[config.mk]
export PLATFORM = sky130hd
export DESIGN_NAME = lsu_load_format
export DESIGN_NICKNAME = d
export VERILOG_FILES = /design/src/source/lsu_pkg.sv /design/src/source/lsu_load_format.sv
export SDC_FILE = /design/constraint.sdc
export NUM_CORES = 1
export LEC_CHECK = 0
export BUFFER_PORTS_ARGS = -buffer_cell sky130_fd_sc_hd__buf_2
export CORE_MARGIN = 5
export CORE_UTILIZATION = 49
export CTS_BUF_LIST = sky130_fd_sc_hd__clkbuf_8
export CTS_CLUSTER_DIAMETER = 60
export DETAILED_ROUTE_END_ITERATION = 7
export PLACE_DENSITY = 0.83
export SLEW_MARGIN = 5
export SYNTH_ARGS = -nofsm -noshare
export SYNTH_HDL_FRONTEND = slang
export SYNTH_SLANG_ARGS = --single-unit
[constraint.sdc]
create_clock -name clk -period 3.3 [get_ports clk]
set_input_delay 0.66 -clock clk [delete_from_list [all_inputs] [get_ports clk]]
set_output_delay 0.66 -clock clk [all_outputs]
set_load 0.005 [all_outputs]
[src/source/lsu_pkg.sv]
// load/store unit shared types
`default_nettype none

package lsu_pkg;

  localparam int XLEN        = 64;
  localparam int XLEN_BYTES  = XLEN / 8;
  localparam int RAM_WORDS   = 256;

  typedef logic [XLEN-1:0]               xlen_t;
  typedef logic [4:0]                    reg_idx_t;
  typedef logic [XLEN_BYTES-1:0]         byte_mask_t;
  typedef logic [2:0]                    lane_t;
  typedef logic [$clog2(RAM_WORDS)-1:0]  ram_addr_t;

  // one-hot access size, bit 0 is byte
  typedef logic [3:0] size_oh_t;

  localparam size_oh_t SIZE_B = 4'b0001;
  localparam size_oh_t SIZE_H = 4'b0010;
  localparam size_oh_t SIZE_W = 4'b0100;
  localparam size_oh_t SIZE_D = 4'b1000;

  // same bit order as the core's ls_info bus, is_load at bit 0
  typedef struct packed {
    logic size_d;
    logic size_w;
    logic size_h;
    logic size_b;
    logic is_unsigned;
    logic is_store;
    logic is_load;
  } ls_info_t;

  typedef struct packed {
    logic     valid;
    reg_idx_t rd_idx;
    xlen_t    alu_res;
    ls_info_t info;
    xlen_t    store_data;
  } lsu_req_t;

  typedef struct packed {
    logic       rd_en;
    byte_mask_t wr_mask;
    ram_addr_t  word;
    xlen_t      wdata;
  } ram_req_t;

  // request in flight between decode and the write-back register
  typedef struct packed {
    logic     valid;
    reg_idx_t rd_idx;
    xlen_t    alu_res;
    logic     is_load;
    logic     is_unsigned;
    size_oh_t size;
    lane_t    lane;
    logic     fault;
  } load_op_t;

  typedef struct packed {
    logic     wr_en;
    reg_idx_t rd_idx;
    xlen_t    data;
    logic     fault;
  } lsu_wb_t;

endpackage

`default_nettype wire

[src/source/lsu_load_format.sv]
// load data alignment and write-back
`default_nettype none

module lsu_load_format (
  input  logic              clk,
  input  logic              reset_i,
  input  lsu_pkg::load_op_t load_op_i,
  input  lsu_pkg::xlen_t    rdata_i,
  output lsu_pkg::lsu_wb_t  wb_o
);

  lsu_pkg::load_op_t op_q;
  lsu_pkg::xlen_t    shifted;
  lsu_pkg::xlen_t    load_data;

  // sign or zero extension from the access size
  function automatic lsu_pkg::xlen_t extend(
    input lsu_pkg::xlen_t    raw,
    input lsu_pkg::size_oh_t size,
    input logic              is_unsigned
  );
    lsu_pkg::xlen_t res;
    case (size)
      lsu_pkg::SIZE_B: begin
        if (is_unsigned) begin
          res = {56'b0, raw[7:0]};
        end else begin
          res = {{56{raw[7]}}, raw[7:0]};
        end
      end
      lsu_pkg::SIZE_H: begin
        if (is_unsigned) begin
          res = {48'b0, raw[15:0]};
        end else begin
          res = {{48{raw[15]}}, raw[15:0]};
        end
      end
      lsu_pkg::SIZE_W: begin
        if (is_unsigned) begin
          res = {32'b0, raw[31:0]};
        end else begin
          res = {{32{raw[31]}}, raw[31:0]};
        end
      end
      default: res = raw;
    endcase
    return res;
  endfunction

  // control fields cleared on reset, payload just follows
  always_ff @(posedge clk) begin
    op_q <= load_op_i;
    if (reset_i) begin
      op_q.valid   <= 1'b0;
      op_q.is_load <= 1'b0;
      op_q.fault   <= 1'b0;
    end
  end

  // addressed bytes down to bit 0
  assign shifted   = rdata_i >> {op_q.lane, 3'b000};
  assign load_data = extend(shifted, op_q.size, op_q.is_unsigned);

  always_comb begin
    wb_o.wr_en  = op_q.valid;
    wb_o.rd_idx = op_q.rd_idx;
    wb_o.fault  = op_q.fault;
    if (op_q.fault) begin
      wb_o.data = '0;
    end else if (op_q.is_load) begin
      wb_o.data = load_data;
    end else begin
      wb_o.data = op_q.alu_res;
    end
  end

endmodule

`default_nettype wire

==> results of run 1 <==
## kinds of logic after synthesis
logic type / share of synthesized area, %
flops: 33.9
simple gates: 15.3
compound gates: 24.6
xor+xnor: 0.371
buf+inv: 6.41
mux: 19.5
## state kept, by name, summed over array words and instances, names as in the netlist
name  count
op_q     73
wb_o      7
## how the worst max path moves through the flow
stage,start,endpoint
finish,op_q[1],wb_o[35]
global route,op_q[3],wb_o[35]
CTS,op_q[2],wb_o[48]
detailed placement,rdata_i[63],wb_o[48]
global placement,rdata_i[63],wb_o[48]
floorplan,rdata_i[63],wb_o[34]
## cell type report
type	count	area [µm²]
Antenna cell	2	5.00
Clock buffer	9	124
Clock inverter	7	63.8
Fill cell	827	3220
Inverter	3	11.3
Multi-Input combinational cell	394	2880
Sequential cell	80	1610
Tap cell	129	161
Timing Repair Buffer	234	1250
## layer usage
layer / wire [µm] / GRT usage, % / vias to the layer above
met3: 1490 / 7.04 / 40
met2: 8180 / 46.9 / 269
li1: - / - / 2364
met1: 6740 / 35.0 / 2385
met5: 0 / 0 / -
met4: 501 / 10.8 / 0
## power breakdown
| group | switching (mW) | total, mW | leakage (nW) | internal [mW] |
|---|---|---|---|---|
| clock | 0.425 | 0.721 | 0.0994 | 0.296 |
| sequential | 0.0395 | 1.06 | 0.676 | 1.02 |
| combinational | 0.350 | 0.663 | 2.00 | 0.313 |
| total | 0.815 | 2.44 | 2.77 | 1.63 |
## cells in the final DEF, fill, tap and decap left out, drive strengths merged, types with 2 or more instances in the layout
cell type | netlist | layout
clkbuf | 33 | 9
dfxtp | 80 | 80
or2 | 2 | 2
o211ai | 9 | 9
a311oi | 15 | 15
a211oi | 41 | 41
nor2b | 14 | 14
mux4 | 14 | 14
o2bb2ai | 6 | 6
nor2 | 81 | 81
a2bb2oi | 7 | 7
mux2i | 55 | 55
xor2 | 2 | 2
o21ai | 24 | 24
inv | 2 | 9
a21oi | 10 | 10
nand2 | 44 | 44
nand2b | 11 | 11
nand3 | 2 | 2
mux2 | 5 | 5
buf | 27 | 234
diode | 0 | 2
nor3 | 2 | 2
o22ai | 33 | 33
a2111oi | 2 | 2
a311o | 8 | 8
## repair_timing
action | CTS | global route
pin swaps | 0 | 3
resized for setup | 2 | 17
endpoints found under the setup margin | 3 | 49
gates cloned | 0 | 0
buffers inserted | 0 | 2
hold buffers | 0 | 0
==> metrics, run 1 <==
Initial DRC Count=between 500 and 600; critical path depth=7; Die Ht=108 µm; layout cells sized above 1=slightly above 40%; worst-margin pin slew=a little under 800 ps; placed cell count=838; Worst path slowest cell=dfxtp_2; register bit count reported by yosys=80; Hold Crit Class=input pin to register; H-tree levels=3; worst setup path class=register to output port; Cell Pwr Density=400 nW/µm²; library cells used by synthesis=41; CP max stage delay=a little under 500 ps; GR Overflow Total=0; DR DRC count=0; Leak=roughly 2.8 nW; Max Root-Sink Buffers=2; top cell type's share of synthesized area=about a third; final period utilization=99.1%; final hold slack=388 ps; crit-path cells=mux2_2 > a32oi_1 > a211oi_2 > a2111oi_4 > buf_12 > a211oi_1 > buf_2; post-layout util=roughly two thirds; total CTS buffers=9; Layout area overhead=29.2%; syn_area_per_cell=8.80 µm²; total power=2.44 mW; area of the core=9330 µm²; CTS tree=built; GRT Total Usage=28.1%; CP top delay family=compound AO/OA/AOI/OAI gates; WHS Endpoint=op_q[63]; synth top area cells=dfxtp_1 34%, mux2i_1 12%, mux4_2 6.7%, nor2_1 6.4%, a211oi_1 6.4%; Final Max Tran Viols=0; CP endpoint kind=output port; Max Fanout on Critical Path=32; initial antenna violation count=0; first-pass GRT wire length=25700 µm; worst setup margin=28.5 ps; DP HPWL=13000 µm; Num Clock Sinks=80; largest net degree at the start of global routing=66; top-count cell post-synth=nor2_1; Tmin final=3270 ps; Hold Path Stages=1; Max VDD drop=~260 µV; Die Width=108 µm; post-route ant nets=0; fmax=0.306 GHz; # setup viols final=0; # IOs=217; Synth Cell Area=4730 µm²; drt via density=5.90; Synth area leader=dfxtp_1; worst rel slew slack=roughly 47%; syn_nets=between 600 and 700; worst path required time=2640 ps; fin nets=868; WP buf/inv=2; yosys warns=0; CP Launch Type=register; Seq/Total Area, Yosys=between 30% and 40%; Clock Pin Slew Worst Setup and Hold Paths=110 ps; Port Buf Inserts=216; number of cell rows=35; Post-synth top cells=81 x nor2_1, 80 x dfxtp_1, 55 x mux2i_1; vias in the first global route=4976; fin cells=858; Initial Utilization=50.7%; max cap viols=0; TNS Setup=0 ps; Worst Path Arrival=2610 ps; Hold Fails Final Rpt=0; post-synthesis cell count=approximately 540; RSZ-0062 raised after global routing=true; EDFF count, synth=0; total number of vias=5058; Final Cell Area=6110 µm²; Initial DRT Pass Iterations=7; DRT Wirelength=16900 µm; Post-DP Area=~5800 µm²; run status=finished clean; asr flop ratio synth=0%; Hold Crit Start=load_op_i[63]; dpl ws=169 ps; area of the die=11700 µm²; gpl congestion=~0.96; Root Buffer=clkbuf_8; DR WL/cell=a little under 20 µm; Main synth FF type=dfxtp_1
No activity file was read; power rests on OpenSTA's default activity.
==> inputs of run 2 (changes only) <==
--- a/config.mk
+++ b/config.mk
@@ -5,7 +5,7 @@
 export SDC_FILE = /design/constraint.sdc
 export NUM_CORES = 1
 export LEC_CHECK = 0
-export BUFFER_PORTS_ARGS = -buffer_cell sky130_fd_sc_hd__buf_2
+export BUFFER_PORTS_ARGS = -buffer_cell sky130_fd_sc_hd__buf_4
 export CORE_MARGIN = 5
 export CORE_UTILIZATION = 49
 export CTS_BUF_LIST = sky130_fd_sc_hd__clkbuf_8
==> run 2 against run 1 <==
Worst hold slack got worse by 1.1 ps. Sequential power barely moved. Largest cell class unchanged. Clock power fell by 6.7%. Sequential share of layout area fell by 1.9 points. Die area did not move. Core utilization rose by 5.2 points. Highest routed layer unchanged. Routed wire length rose by 1.8%. Final area rose by 7.9%. Fmax rose by 3.1%. Critical path type unchanged. Via count rose by 0.51%. Non-clock buffer count rose by 1.
==> metrics, run 2 (synthesized netlist as in run 1, its figures left out) <==
Initial DRC Count=541 (was 534); Ant. Diodes=0 (was 2); area of the die=11700 µm² (unchanged); leading cell type in the layout, fill and taps excluded=buf_4 (was buf_2); post-route ant nets=0 (unchanged); GRT Total Usage=28.5% (was 28.1%); total CTS buffers=9 (unchanged); Final Cell Area=6590 µm² (was 6110 µm²); Hold Crit Class=input pin to register (unchanged); CTS tree=built (unchanged); Max VDD drop=318 µV (was 263 µV); fillcell total=752 (was 827); Leak=2.92 nW (was 2.77 nW); total number of vias=5084 (was 5058); CP max stage delay=460 ps (was 490 ps); WP buf/inv=2 (unchanged); DRT Wirelength=17200 µm (was 16900 µm); Top reg by flops=op_q (unchanged); Max Fanout on Critical Path=32 (unchanged); run status=finished clean (unchanged); Initial Utilization=50.7% (unchanged); Worst Path Arrival=2510 ps (was 2610 ps); CP top delay family=compound AO/OA/AOI/OAI gates (unchanged); largest net degree at the start of global routing=72 (was 66); first-pass GRT wire length=25800 µm (was 25700 µm); final hold slack=386 ps (was 388 ps); Hold Fails Final Rpt=0 (unchanged); Final Max Tran Viols=0 (unchanged); Tmin final=3170 ps (was 3270 ps); most frequent cells in the layout=233 x buf_4, 78 x nor2_1, 75 x dfxtp_1 (was 216 x buf_2, 79 x nor2_1, 73 x dfxtp_1); worst setup path class=register to output port (unchanged); RSZ-0062 raised after global routing=false (was true); number of cell rows=35 (unchanged); DP HPWL=13300 µm (was 13000 µm); Cell Pwr Density=377 nW/µm² (was 400 nW/µm²); total power=2.49 mW (was 2.44 mW); final period utilization=96.2% (was 99.1%); worst-margin pin slew=733 ps (was 788 ps); DR WL/cell=20.1 µm (was 19.7 µm); max cap viols=0 (unchanged); GR Overflow Total=0 (unchanged); Die Width=108 µm (unchanged); crit-path cells=mux2_2 > o22ai_1 > nor4_4 > a2111oi_4 > buf_12 > a211oi_1 > buf_4 (was mux2_2 > a32oi_1 > a211oi_2 > a2111oi_4 > buf_12 > a211oi_1 > buf_2); CP Launch Type=register (unchanged); Post-DP Area=6380 µm² (was 5820 µm²); gpl congestion=0.970 (was 0.962); DR DRC count=0 (unchanged); # setup viols final=0 (unchanged); Port Buf Inserts=216 (unchanged); Num Clock Sinks=80 (unchanged); vias in the first global route=5025 (was 4976); worst path required time=2640 ps (about the same); TNS Setup=0 ps (unchanged); fin nets=869 (was 868); Layout area overhead=39.5% (was 29.2%); fin cells=857 (was 858); Clock Pin Slew Worst Setup and Hold Paths=90 ps (was 110 ps); max FFs per register=73 (unchanged); Worst path slowest cell=dfxtp_4 (was dfxtp_2); Max Root-Sink Buffers=2 (unchanged); layout cells sized above 1=39.7% (was 40.6%); worst rel slew slack=50.6% (was 46.9%); H-tree levels=3 (unchanged); Root Buffer=clkbuf_8 (unchanged); area of the core=9330 µm² (unchanged); Post-CTS Hold Fix Bufs=0 (unchanged); # IOs=217 (unchanged); drt via density=5.93 (was 5.90); initial antenna violation count=0 (unchanged); Die Ht=108 µm (unchanged); placed cell count=841 (was 838); fmax=0.315 GHz (was 0.306 GHz); CP endpoint kind=output port (unchanged); Initial DRT Pass Iterations=6 (was 7)
## run 2: layout make-up
type,count,area (µm²),area share [%]
Multi-Input combinational cell,394,2840,43.1
Timing Repair Buffer,235,1780,27.0
Sequential cell,80,1620,24.5
Tap cell,129,161,2.45
Clock buffer,10,138,2.09
Clock inverter,6,42.5,0.645
Inverter,3,11.3,0.171
## run 2: metrics by stage
step / setup WS (ps) / util (%)
3_5_place_dp: 262 / 68.4
2_1_floorplan: 624 / -
5_1_grt: 2.76 / 70.7
4_1_cts: 39.2 / 70.4
3_3_place_gp: 286 / 68.4
6_report: 126 / 70.7
## run 2: path summary, 6_finish.rpt
path | start | end | cells after the start
hold / removal | load_op_i[47] | op_q[47] | 1
setup / recovery | op_q[2] | wb_o[47] | 7
## run 2: metal layers
metal / track usage (%) / vias to the layer above / part of all wire (%)
li1: - / 2366 / -
met1: 34.0 / 2393 / 39
met2: 49.8 / 279 / 50
met3: 6.63 / 46 / 8.4
met4: 10.7 / 0 / 2.8
met5: 0 / - / 0
## run 2: report_power, final
| part | switching [mW] | internal, mW | leakage, nW | total (mW) |
|---|---|---|---|---|
| clock network | 0.379 | 0.295 | 0.0887 | 0.673 |
| logic | 0.352 | 0.402 | 2.16 | 0.754 |
| registers | 0.0415 | 1.02 | 0.676 | 1.06 |
| total | 0.772 | 1.71 | 2.92 | 2.49 |
## run 2: timing repair
action | CTS | global route
setup buffers | 0 | 0
endpoints found under the setup margin | 2 | 42
gates resized for setup | 1 | 9
cloned | 0 | 0
pin swaps | 0 | 0
