$ cat src/source/lsu_pkg.sv
// load/store unit shared types
`default_nettype none

package lsu_pkg;

  localparam int XLEN        = 64;
  localparam int XLEN_BYTES  = XLEN / 8;
  localparam int RAM_WORDS   = 256;

  typedef logic [XLEN-1:0]               xlen_t;
  typedef logic [4:0]                    reg_idx_t;
  typedef logic [XLEN_BYTES-1:0]         byte_mask_t;
  typedef logic [2:0]                    lane_t;
  typedef logic [$clog2(RAM_WORDS)-1:0]  ram_addr_t;

  // one-hot access size, bit 0 is byte
  typedef logic [3:0] size_oh_t;

  localparam size_oh_t SIZE_B = 4'b0001;
  localparam size_oh_t SIZE_H = 4'b0010;
  localparam size_oh_t SIZE_W = 4'b0100;
  localparam size_oh_t SIZE_D = 4'b1000;

  // same bit order as the core's ls_info bus, is_load at bit 0
  typedef struct packed {
    logic size_d;
    logic size_w;
    logic size_h;
    logic size_b;
    logic is_unsigned;
    logic is_store;
    logic is_load;
  } ls_info_t;

  typedef struct packed {
    logic     valid;
    reg_idx_t rd_idx;
    xlen_t    alu_res;
    ls_info_t info;
    xlen_t    store_data;
  } lsu_req_t;

  typedef struct packed {
    logic       rd_en;
    byte_mask_t wr_mask;
    ram_addr_t  word;
    xlen_t      wdata;
  } ram_req_t;

  // request in flight between decode and the write-back register
  typedef struct packed {
    logic     valid;
    reg_idx_t rd_idx;
    xlen_t    alu_res;
    logic     is_load;
    logic     is_unsigned;
    size_oh_t size;
    lane_t    lane;
    logic     fault;
  } load_op_t;

  typedef struct packed {
    logic     wr_en;
    reg_idx_t rd_idx;
    xlen_t    data;
    logic     fault;
  } lsu_wb_t;

endpackage

`default_nettype wire

$ cat src/source/lsu_decode.sv
// load/store request decode
`default_nettype none

module lsu_decode (
  input  lsu_pkg::lsu_req_t req_i,
  output lsu_pkg::ram_req_t ram_req_o,
  output lsu_pkg::load_op_t load_op_o
);

  lsu_pkg::ls_info_t   info;
  lsu_pkg::lane_t      lane;
  lsu_pkg::size_oh_t   size;
  lsu_pkg::byte_mask_t size_mask;
  logic                size_onehot;
  logic                aligned;
  logic                access;
  logic                both_dirs;
  logic                fault;

  assign info = req_i.info;
  assign lane = req_i.alu_res[2:0];
  assign size = {info.size_d, info.size_w, info.size_h, info.size_b};

  // exactly one size bit set
  assign size_onehot = (size != 4'b0000) && ((size & (size - 4'd1)) == 4'b0000);

  // natural alignment for the requested size
  always_comb begin
    case (size)
      lsu_pkg::SIZE_B: aligned = 1'b1;
      lsu_pkg::SIZE_H: aligned = (lane[0] == 1'b0);
      lsu_pkg::SIZE_W: aligned = (lane[1:0] == 2'b00);
      lsu_pkg::SIZE_D: aligned = (lane == 3'b000);
      default:         aligned = 1'b0;
    endcase
  end

  // unshifted byte enables per size
  always_comb begin
    case (size)
      lsu_pkg::SIZE_B: size_mask = 8'b0000_0001;
      lsu_pkg::SIZE_H: size_mask = 8'b0000_0011;
      lsu_pkg::SIZE_W: size_mask = 8'b0000_1111;
      lsu_pkg::SIZE_D: size_mask = 8'b1111_1111;
      default:         size_mask = 8'b0000_0000;
    endcase
  end

  assign access    = info.is_load | info.is_store;
  assign both_dirs = info.is_load & info.is_store;

  // plain alu requests never fault, whatever the size bits say
  assign fault = access & (~size_onehot | ~aligned | both_dirs);

  // ram side, blocked on a fault
  always_comb begin
    ram_req_o.rd_en   = info.is_load & ~fault;
    ram_req_o.word    = req_i.alu_res[10:3];
    ram_req_o.wdata   = req_i.store_data << {lane, 3'b000};
    ram_req_o.wr_mask = '0;
    if (info.is_store && !fault) begin
      ram_req_o.wr_mask = size_mask << lane;
    end
  end

  // what the output side needs one cycle later
  always_comb begin
    load_op_o.valid       = req_i.valid;
    load_op_o.rd_idx      = req_i.rd_idx;
    load_op_o.alu_res     = req_i.alu_res;
    load_op_o.is_load     = info.is_load;
    load_op_o.is_unsigned = info.is_unsigned;
    load_op_o.size        = size;
    load_op_o.lane        = lane;
    load_op_o.fault       = fault;
  end

endmodule

`default_nettype wire

$ cat config.mk
export PLATFORM = sky130hd
export DESIGN_NAME = lsu_decode
export DESIGN_NICKNAME = d
export VERILOG_FILES = /design/src/source/lsu_pkg.sv /design/src/source/lsu_decode.sv
export SDC_FILE = /design/constraint.sdc
export NUM_CORES = 1
export LEC_CHECK = 0
export BUFFER_PORTS_ARGS = -buffer_cell sky130_fd_sc_hd__buf_2
export CAP_MARGIN = 0
export CELL_PAD_IN_SITES_DETAIL_PLACEMENT = 1
export CELL_PAD_IN_SITES_GLOBAL_PLACEMENT = 1
export CORE_MARGIN = 5
export CORE_UTILIZATION = 22
export DETAILED_ROUTE_END_ITERATION = 10
export GPL_TIMING_DRIVEN = 0
export PLACE_DENSITY = 0.95
export SETUP_SLACK_MARGIN = 0.1
export SLEW_MARGIN = 40
export SYNTH_ARGS = -nofsm -noshare
export SYNTH_HDL_FRONTEND = slang
export SYNTH_SLANG_ARGS = --single-unit
$ cat constraint.sdc
create_clock -name vclk -period 2.2
set_input_delay 0.33 -clock vclk [all_inputs]
set_output_delay 0.33 -clock vclk [all_outputs]
set_load 0.01 [all_outputs]
==> summary.md, run 1 <==
| Metric | Value |
|---|---|
| Hold crit path type | `in2out` |
| Hold Crit Start | `req_i[120]` |
| Pwr Total | `1.001 mW` |
| Buffers on Ports | `228` |
| Placer Congestion | `0.8399` |
| Count leader, synth | `buf_4` |
| Synthesized net count | `548` |
| Antenna violations before repair | `2` |
| Core area | `12470 µm²` |
| Hpwl dp | `13680 µm` |
| Pin count of the biggest net entering global routing | `11` |
| Fmax | `487.5 MHz` |
| DR iter-0 viols | `235` |
| Largest cells by area after synthesis | `buf_4 (24%), mux2i_1 (23%), mux2_2 (9.8%)` |
| Max Cap Viol | `0` |
| Synth top area share | `24.22%` |
| CP required | `1.87 ns` |
| Worst Max-Slew Pin Slew | `0.3919 ns` |
| Crit-path max FO | `10` |
| Leak | `2.387 nW` |
| CP arrival | `1.72 ns` |
| 1st-pass router iterations | `4` |
| Fin. Hold Viols | `0` |
| Kind of launch point of the worst setup path | `input pin` |
| Filler cell count | `1665` |
| Hold endpoint | `load_op_o[59]` |
| Endpoint class of the critical path | `output port` |
| Design area | `4269 µm²` |
| Status | `finished, final reports clean` |
| Final setup fails | `0` |
| CP max-delay cell | `or4b_2` |
| Share of cells above drive strength 1 | `62.01%` |
| Syn Area/Cell | `6.779 µm²` |
| Cell count after synthesis | `407` |
| Initial core utilization | `22.13%` |
| Netlist cell types | `38` |
| Vias per cell | `4.828` |
| Mapped Area | `2759 µm²` |
| Area of placed instances | `4118 µm²` |
| Die X-Extent | `122.0 µm` |
| Max incr delay on CP | `0.68 ns` |
| Post-synthesis sequential area ratio | `0%` |
| Routed Antenna Nets | `0` |
| Global-route wire length before repair | `24200 µm` |
| Rows | `41` |
| Rel. slew slack | `73.54%` |
| Crit-path cells | `buf_6, or4b_2, o22ai_2, nor2_1, a21oi_1, buf_2` |
| Cell Pwr Density | `234.5 nW/µm²` |
| Reg area | `0 µm²` |
| Peak supply drop | `0.08521 mV` |
| Final Max Tran Viols | `0` |
| Hold depth | `2` |
| Clock period minus worst slack | `2.051 ns` |
| Total routed wirelength | `16970 µm` |
| GRT overflow | `0` |
| Die Ht | `122.0 µm` |
| Unrepaired setup endpoints after global routing | `yes` |
| P&R area growth vs syn | `54.74%` |
| Routed WL per cell | `20.96 µm` |
| I/O pin cnt | `302` |
| Clkbuf count | `0` |
| Vias in the first global route | `4231` |
| Hold-fix buffers, CTS | `0` |
| Vias | `3911` |
| FF+latch count | `0` |
| Final nets | `780` |
| WS Path Type | `in2out` |
| Largest area contributor in the netlist | `buf_4` |
| DRC | `0` |
| Period utilisation layout | `93.25%` |
| Die Area | `14880 µm²` |
| Synth cell count leaders | `buf_4 (89), nor2_1 (67), mux2i_1 (64)` |
| YS warnings | `0` |
| GRT Total Usage | `21.06%` |
-- cell type report --
class / count / area (µm²) / area share (%)
Multi-Input combinational cell: 284 / 2001 / 46.86
Timing Repair Buffer: 232 / 1184 / 27.73
Inverter: 3 / 16.27 / 0.3810
Antenna cell: 1 / 2.502 / 0.05862
Tap cell: 172 / 215.2 / 5.041
Buffer: 118 / 850.8 / 19.93
-- placed cells by master, fill, tap and decap left out, types with 3 or more instances in the layout --
cell and instances:
buf_2 236, buf_4 94, nor2_1 65, mux2i_1 63, a21oi_1 40, mux2_2 24, o22ai_1 16, nand2_1 11
clkbuf_2 10, o21ai_0 10, and2_1 10, buf_6 6, o211ai_1 6, clkbuf_4 4, nand2b_1 3, xnor2_1 3
-- power breakdown --
part,internal [mW],switching [mW],total (mW),leakage [nW]
clock network,0.0000000609,0,0.0000000609,0.00000634
logic,0.461,0.541,1.00,2.39
registers,0,0,0,0
total,0.461,0.541,1.00,2.39
-- per-layer routing --
layer  part of all wire, %  routed length [µm]  track usage [%]  up-vias
met2                    51                8718            39.78      245
li1                      -                   -                -     1798
met1                    36                6171            23.21     1850
met5                 0.077                  13                0        -
met4                   1.3                 216            4.832        2
met3                    11                1853            5.896       16
-- per-stage QoR --
step / TNS [ns] / hold WS [ns] / worst slack [ns] / cells / utilization, %
global placement: -13.01 / 0.8456 / -0.7107 / 807 / 33.01
finish: 0 / 0.8443 / 0.1485 / 810 / 34.25
CTS: 0 / 0.8465 / 0.1116 / 809 / 33.75
floorplan: 0 / 0.7095 / 0.2182 / 407 / -
detailed placement: -10.37 / 0.8461 / -0.3915 / 807 / 33.03
global route: 0 / 0.8484 / 0.07519 / 810 / 34.25
-- critical path, delay by kind of cell --
family,cells,cell delay (ns)
AO/OA/AOI/OAI,2,0.33
AND/OR/NAND/NOR,2,0.79
buffers and inverters,2,0.27
-- kinds of logic (layout without fill, tap and decap cells) --
logic type | count (synthesis) | in the layout | share of synthesized area [%]
adders and majority gates | 1 | 1 | 0.4081
and+or+nand+nor | 109 | 109 | 18.19
other | 0 | 1 | 0
muxes | 88 | 88 | 33.02
buffers and inverters | 123 | 353 | 29.66
AOI/OAI and AO/OA | 83 | 83 | 17.78
xor gates and xnor gates | 3 | 3 | 0.9526
-- how the worst max path moves through the flow --
stage	from	end	slack, ns	cells past startpoint
3_3_place_gp	req_i[72]	ram_req_o[72]	-0.71	6
3_5_place_dp	req_i[73]	ram_req_o[32]	-0.39	6
2_1_floorplan	req_i[67]	load_op_o[0]	0.22	6
5_1_grt	req_i[73]	ram_req_o[40]	0.08	7
6_report	req_i[69]	ram_req_o[78]	0.15	6
4_1_cts	req_i[71]	ram_req_o[36]	0.11	6
-- repair_timing --
item                       4_1_cts  5_1_grt
resized for setup               27       24
pin swaps                        7        1
buffers inserted                 4        0
setup endpoints to repair       65       34
Power figures use the tool's default switching activity.
==> inputs of run 2 (changes only) <==
--- a/config.mk
+++ b/config.mk
@@ -11,7 +11,7 @@
 export CELL_PAD_IN_SITES_GLOBAL_PLACEMENT = 1
-export CORE_MARGIN = 5
-export CORE_UTILIZATION = 22
+export CORE_AREA = 2 2 119 121
 export DETAILED_ROUTE_END_ITERATION = 10
+export DIE_AREA = 0 0 121 123
 export GPL_TIMING_DRIVEN = 0
-export PLACE_DENSITY = 0.95
+export PLACE_DENSITY = 0.9
 export SETUP_SLACK_MARGIN = 0.1
==> constraint.sdc (replaced) <==
create_clock -name vclk -period 2.2
set_input_delay 0.33 -clock vclk [all_inputs]
set_output_delay 0.33 -clock vclk [all_outputs]
set_load 0.05 [all_outputs]
==> run 2 against run 1 <==
  * Maximum frequency down 5.9%
  * Critical endpoint is now ram_req_o[75]
  * Global-route usage decreased by 0.95 points
  * First-iteration DRC count fell by 31%
  * Combinational power up 63%
  * Cell count rose by 2.1%
  * Highest routed layer unchanged
  * Core utilization is 0.080 points lower
  * Largest cell class unchanged
==> summary.md, run 2 (same netlist as run 1, synthesis figures left out) <==
| Metric | Value |
|---|---|
| WS Path Type | `in2out` |
| CP required | `1.87 ns` |
| PnR worst setup slack | `0.01922 ns` |
| Commonest cells after routing, fill and taps aside | `buf_2 (222), buf_4 (107), nor2_1 (63), mux2i_1 (55), a21oi_1 (34)` |
| Clock period minus worst slack | `2.181 ns` |
| Vias per cell | `4.774` |
| Place WS | `-0.6397 ns` |
| Crit path buf inv count | `4` |
| Hold crit path type | `in2out` |
| Leak | `2.491 nW` |
| Hpwl dp | `12690 µm` |
| Initial core utilization | `20.27%` |
| 1st-pass router iterations | `4` |
| Total routed wirelength | `16680 µm` |
| Fin. Hold Viols | `0` |
| Worst Max-Slew Pin Slew | `0.4437 ns` |
| Die Area | `14880 µm²` |
| Delay-heaviest family, CP | `buffers and inverters` |
| Routed WL per cell | `20.17 µm` |
| Filler cell count | `1791` |
| Hold-fix buffers, CTS | `0` |
| Die X-Extent | `121 µm` |
| CP startpoint | `req_i[68]` |
| Global-route wire length before repair | `22940 µm` |
| Final nets | `789` |
| FF+latch count | `0` |
| Clkbuf count | `0` |
| GRT Total Usage | `20.11%` |
| Routed Antenna Nets | `0` |
| Endpoint class of the critical path | `output port` |
| GRT overflow | `0` |
| Buffers on Ports | `228` |
| Vias in the first global route | `4046` |
| Hold Crit Start | `req_i[132]` |
| Antenna violations before repair | `2` |
| Crit-path max FO | `7` |
| I/O pin cnt | `302` |
| CP most frequent cell | `buf_4` |
| Share of cells above drive strength 1 | `66.72%` |
| Vias | `3948` |
| Period utilisation layout | `99.13%` |
| Commonest non-fill, non-tap cell in the layout | `buf_2` |
| CP max-delay cell | `a211oi_1` |
| Fmax | `458.6 MHz` |
| Crit-path cells | `buf_12, buf_4, buf_4, nand3b_1, a211oi_1, nor2_1, nor3_4, clkbuf_4` |
| Rel. slew slack | `70.42%` |
| Final setup fails | `0` |
| Fin Hold WS | `0.9617 ns` |
| Cell Pwr Density | `351.4 nW/µm²` |
| Final Max Tran Viols | `0` |
| Status | `finished, final reports clean` |
| DR iter-0 viols | `163` |
| Reg area | `0 µm²` |
| Max incr delay on CP | `0.35 ns` |
| Unrepaired setup endpoints after global routing | `yes` |
| Max Cap Viol | `0` |
| Rows | `43` |
| Die Ht | `123 µm` |
| Pin count of the biggest net entering global routing | `11` |
| CP arrival | `1.85 ns` |
| Peak supply drop | `0.1365 mV` |
| P&R area growth vs syn | `68.57%` |
| Placer Congestion | `0.8274` |
| Kind of launch point of the worst setup path | `input pin` |
| Core area | `13610 µm²` |
| DRC | `0` |
[run 2: changes by cell type in the layout (fill, tap and decap cells not counted), moves of 5 or more]
cell     previous run  this run
o21ai_0            10         2
o22ai_1            16        10
buf_6               6        11
a21oi_1            40        34
mux2i_2             1         9
buf_2             236       222
o22ai_2             1         7
buf_4              94       107
o21ai_1             0         7
mux2i_1            63        55
[run 2: final cells by class]
cell class         count  area, µm²  share of cell area (%)
multi-input cells    284       2185                   46.97
repair buffers       241       1315                   28.28
plain buffers        118      905.9                   19.48
well taps            180      225.2                   4.843
inverters              3      17.52                  0.3766
diodes                 1      2.502                 0.05381
[run 2: worst paths after layout]
path	to	slack, ns	cells past startpoint
setup / recovery	ram_req_o[75]	0.02	8
hold / removal	load_op_o[71]	0.96	2
[run 2: layer usage]
metal	track usage, %	wire [µm]	part of all wire [%]	vias to the layer above
met5	0	13	0.078	-
met4	6.395	456	2.7	2
met3	3.090	1272	7.6	29
met2	37.68	8487	51	229
met1	23.32	6449	39	1866
li1	-	-	-	1822
[run 2: repair_timing]
item,4_1_cts,5_1_grt
setup buffers,7,5
pin swaps,6,4
setup endpoints to repair,68,48
endpoints found under the hold margin,0,0
resized for setup,47,44
[run 2: where the power goes]
part           switching, mW    total (mW)  internal [mW]
Clock                      0  0.0000000608   0.0000000608
Combinational           1.12          1.63          0.511
Sequential                 0             0              0
[run 2: metrics by stage]
| stage | TNS (ns) | instance area, µm² | util [%] | cells | power [mW] |
|---|---|---|---|---|---|
| 2_1_floorplan | -1.387 | 2953 | - | 407 | 1.170 |
| 3_3_place_gp | -22.43 | 4319 | 31.73 | 815 | 1.544 |
| 3_5_place_dp | -18.08 | 4334 | 31.84 | 816 | 1.569 |
| 4_1_cts | 0 | 4487 | 32.96 | 821 | 1.599 |
| 5_1_grt | -0.04942 | 4651 | 34.17 | 827 | 1.712 |
| 6_report | 0 | 4651 | 34.17 | 827 | 1.634 |
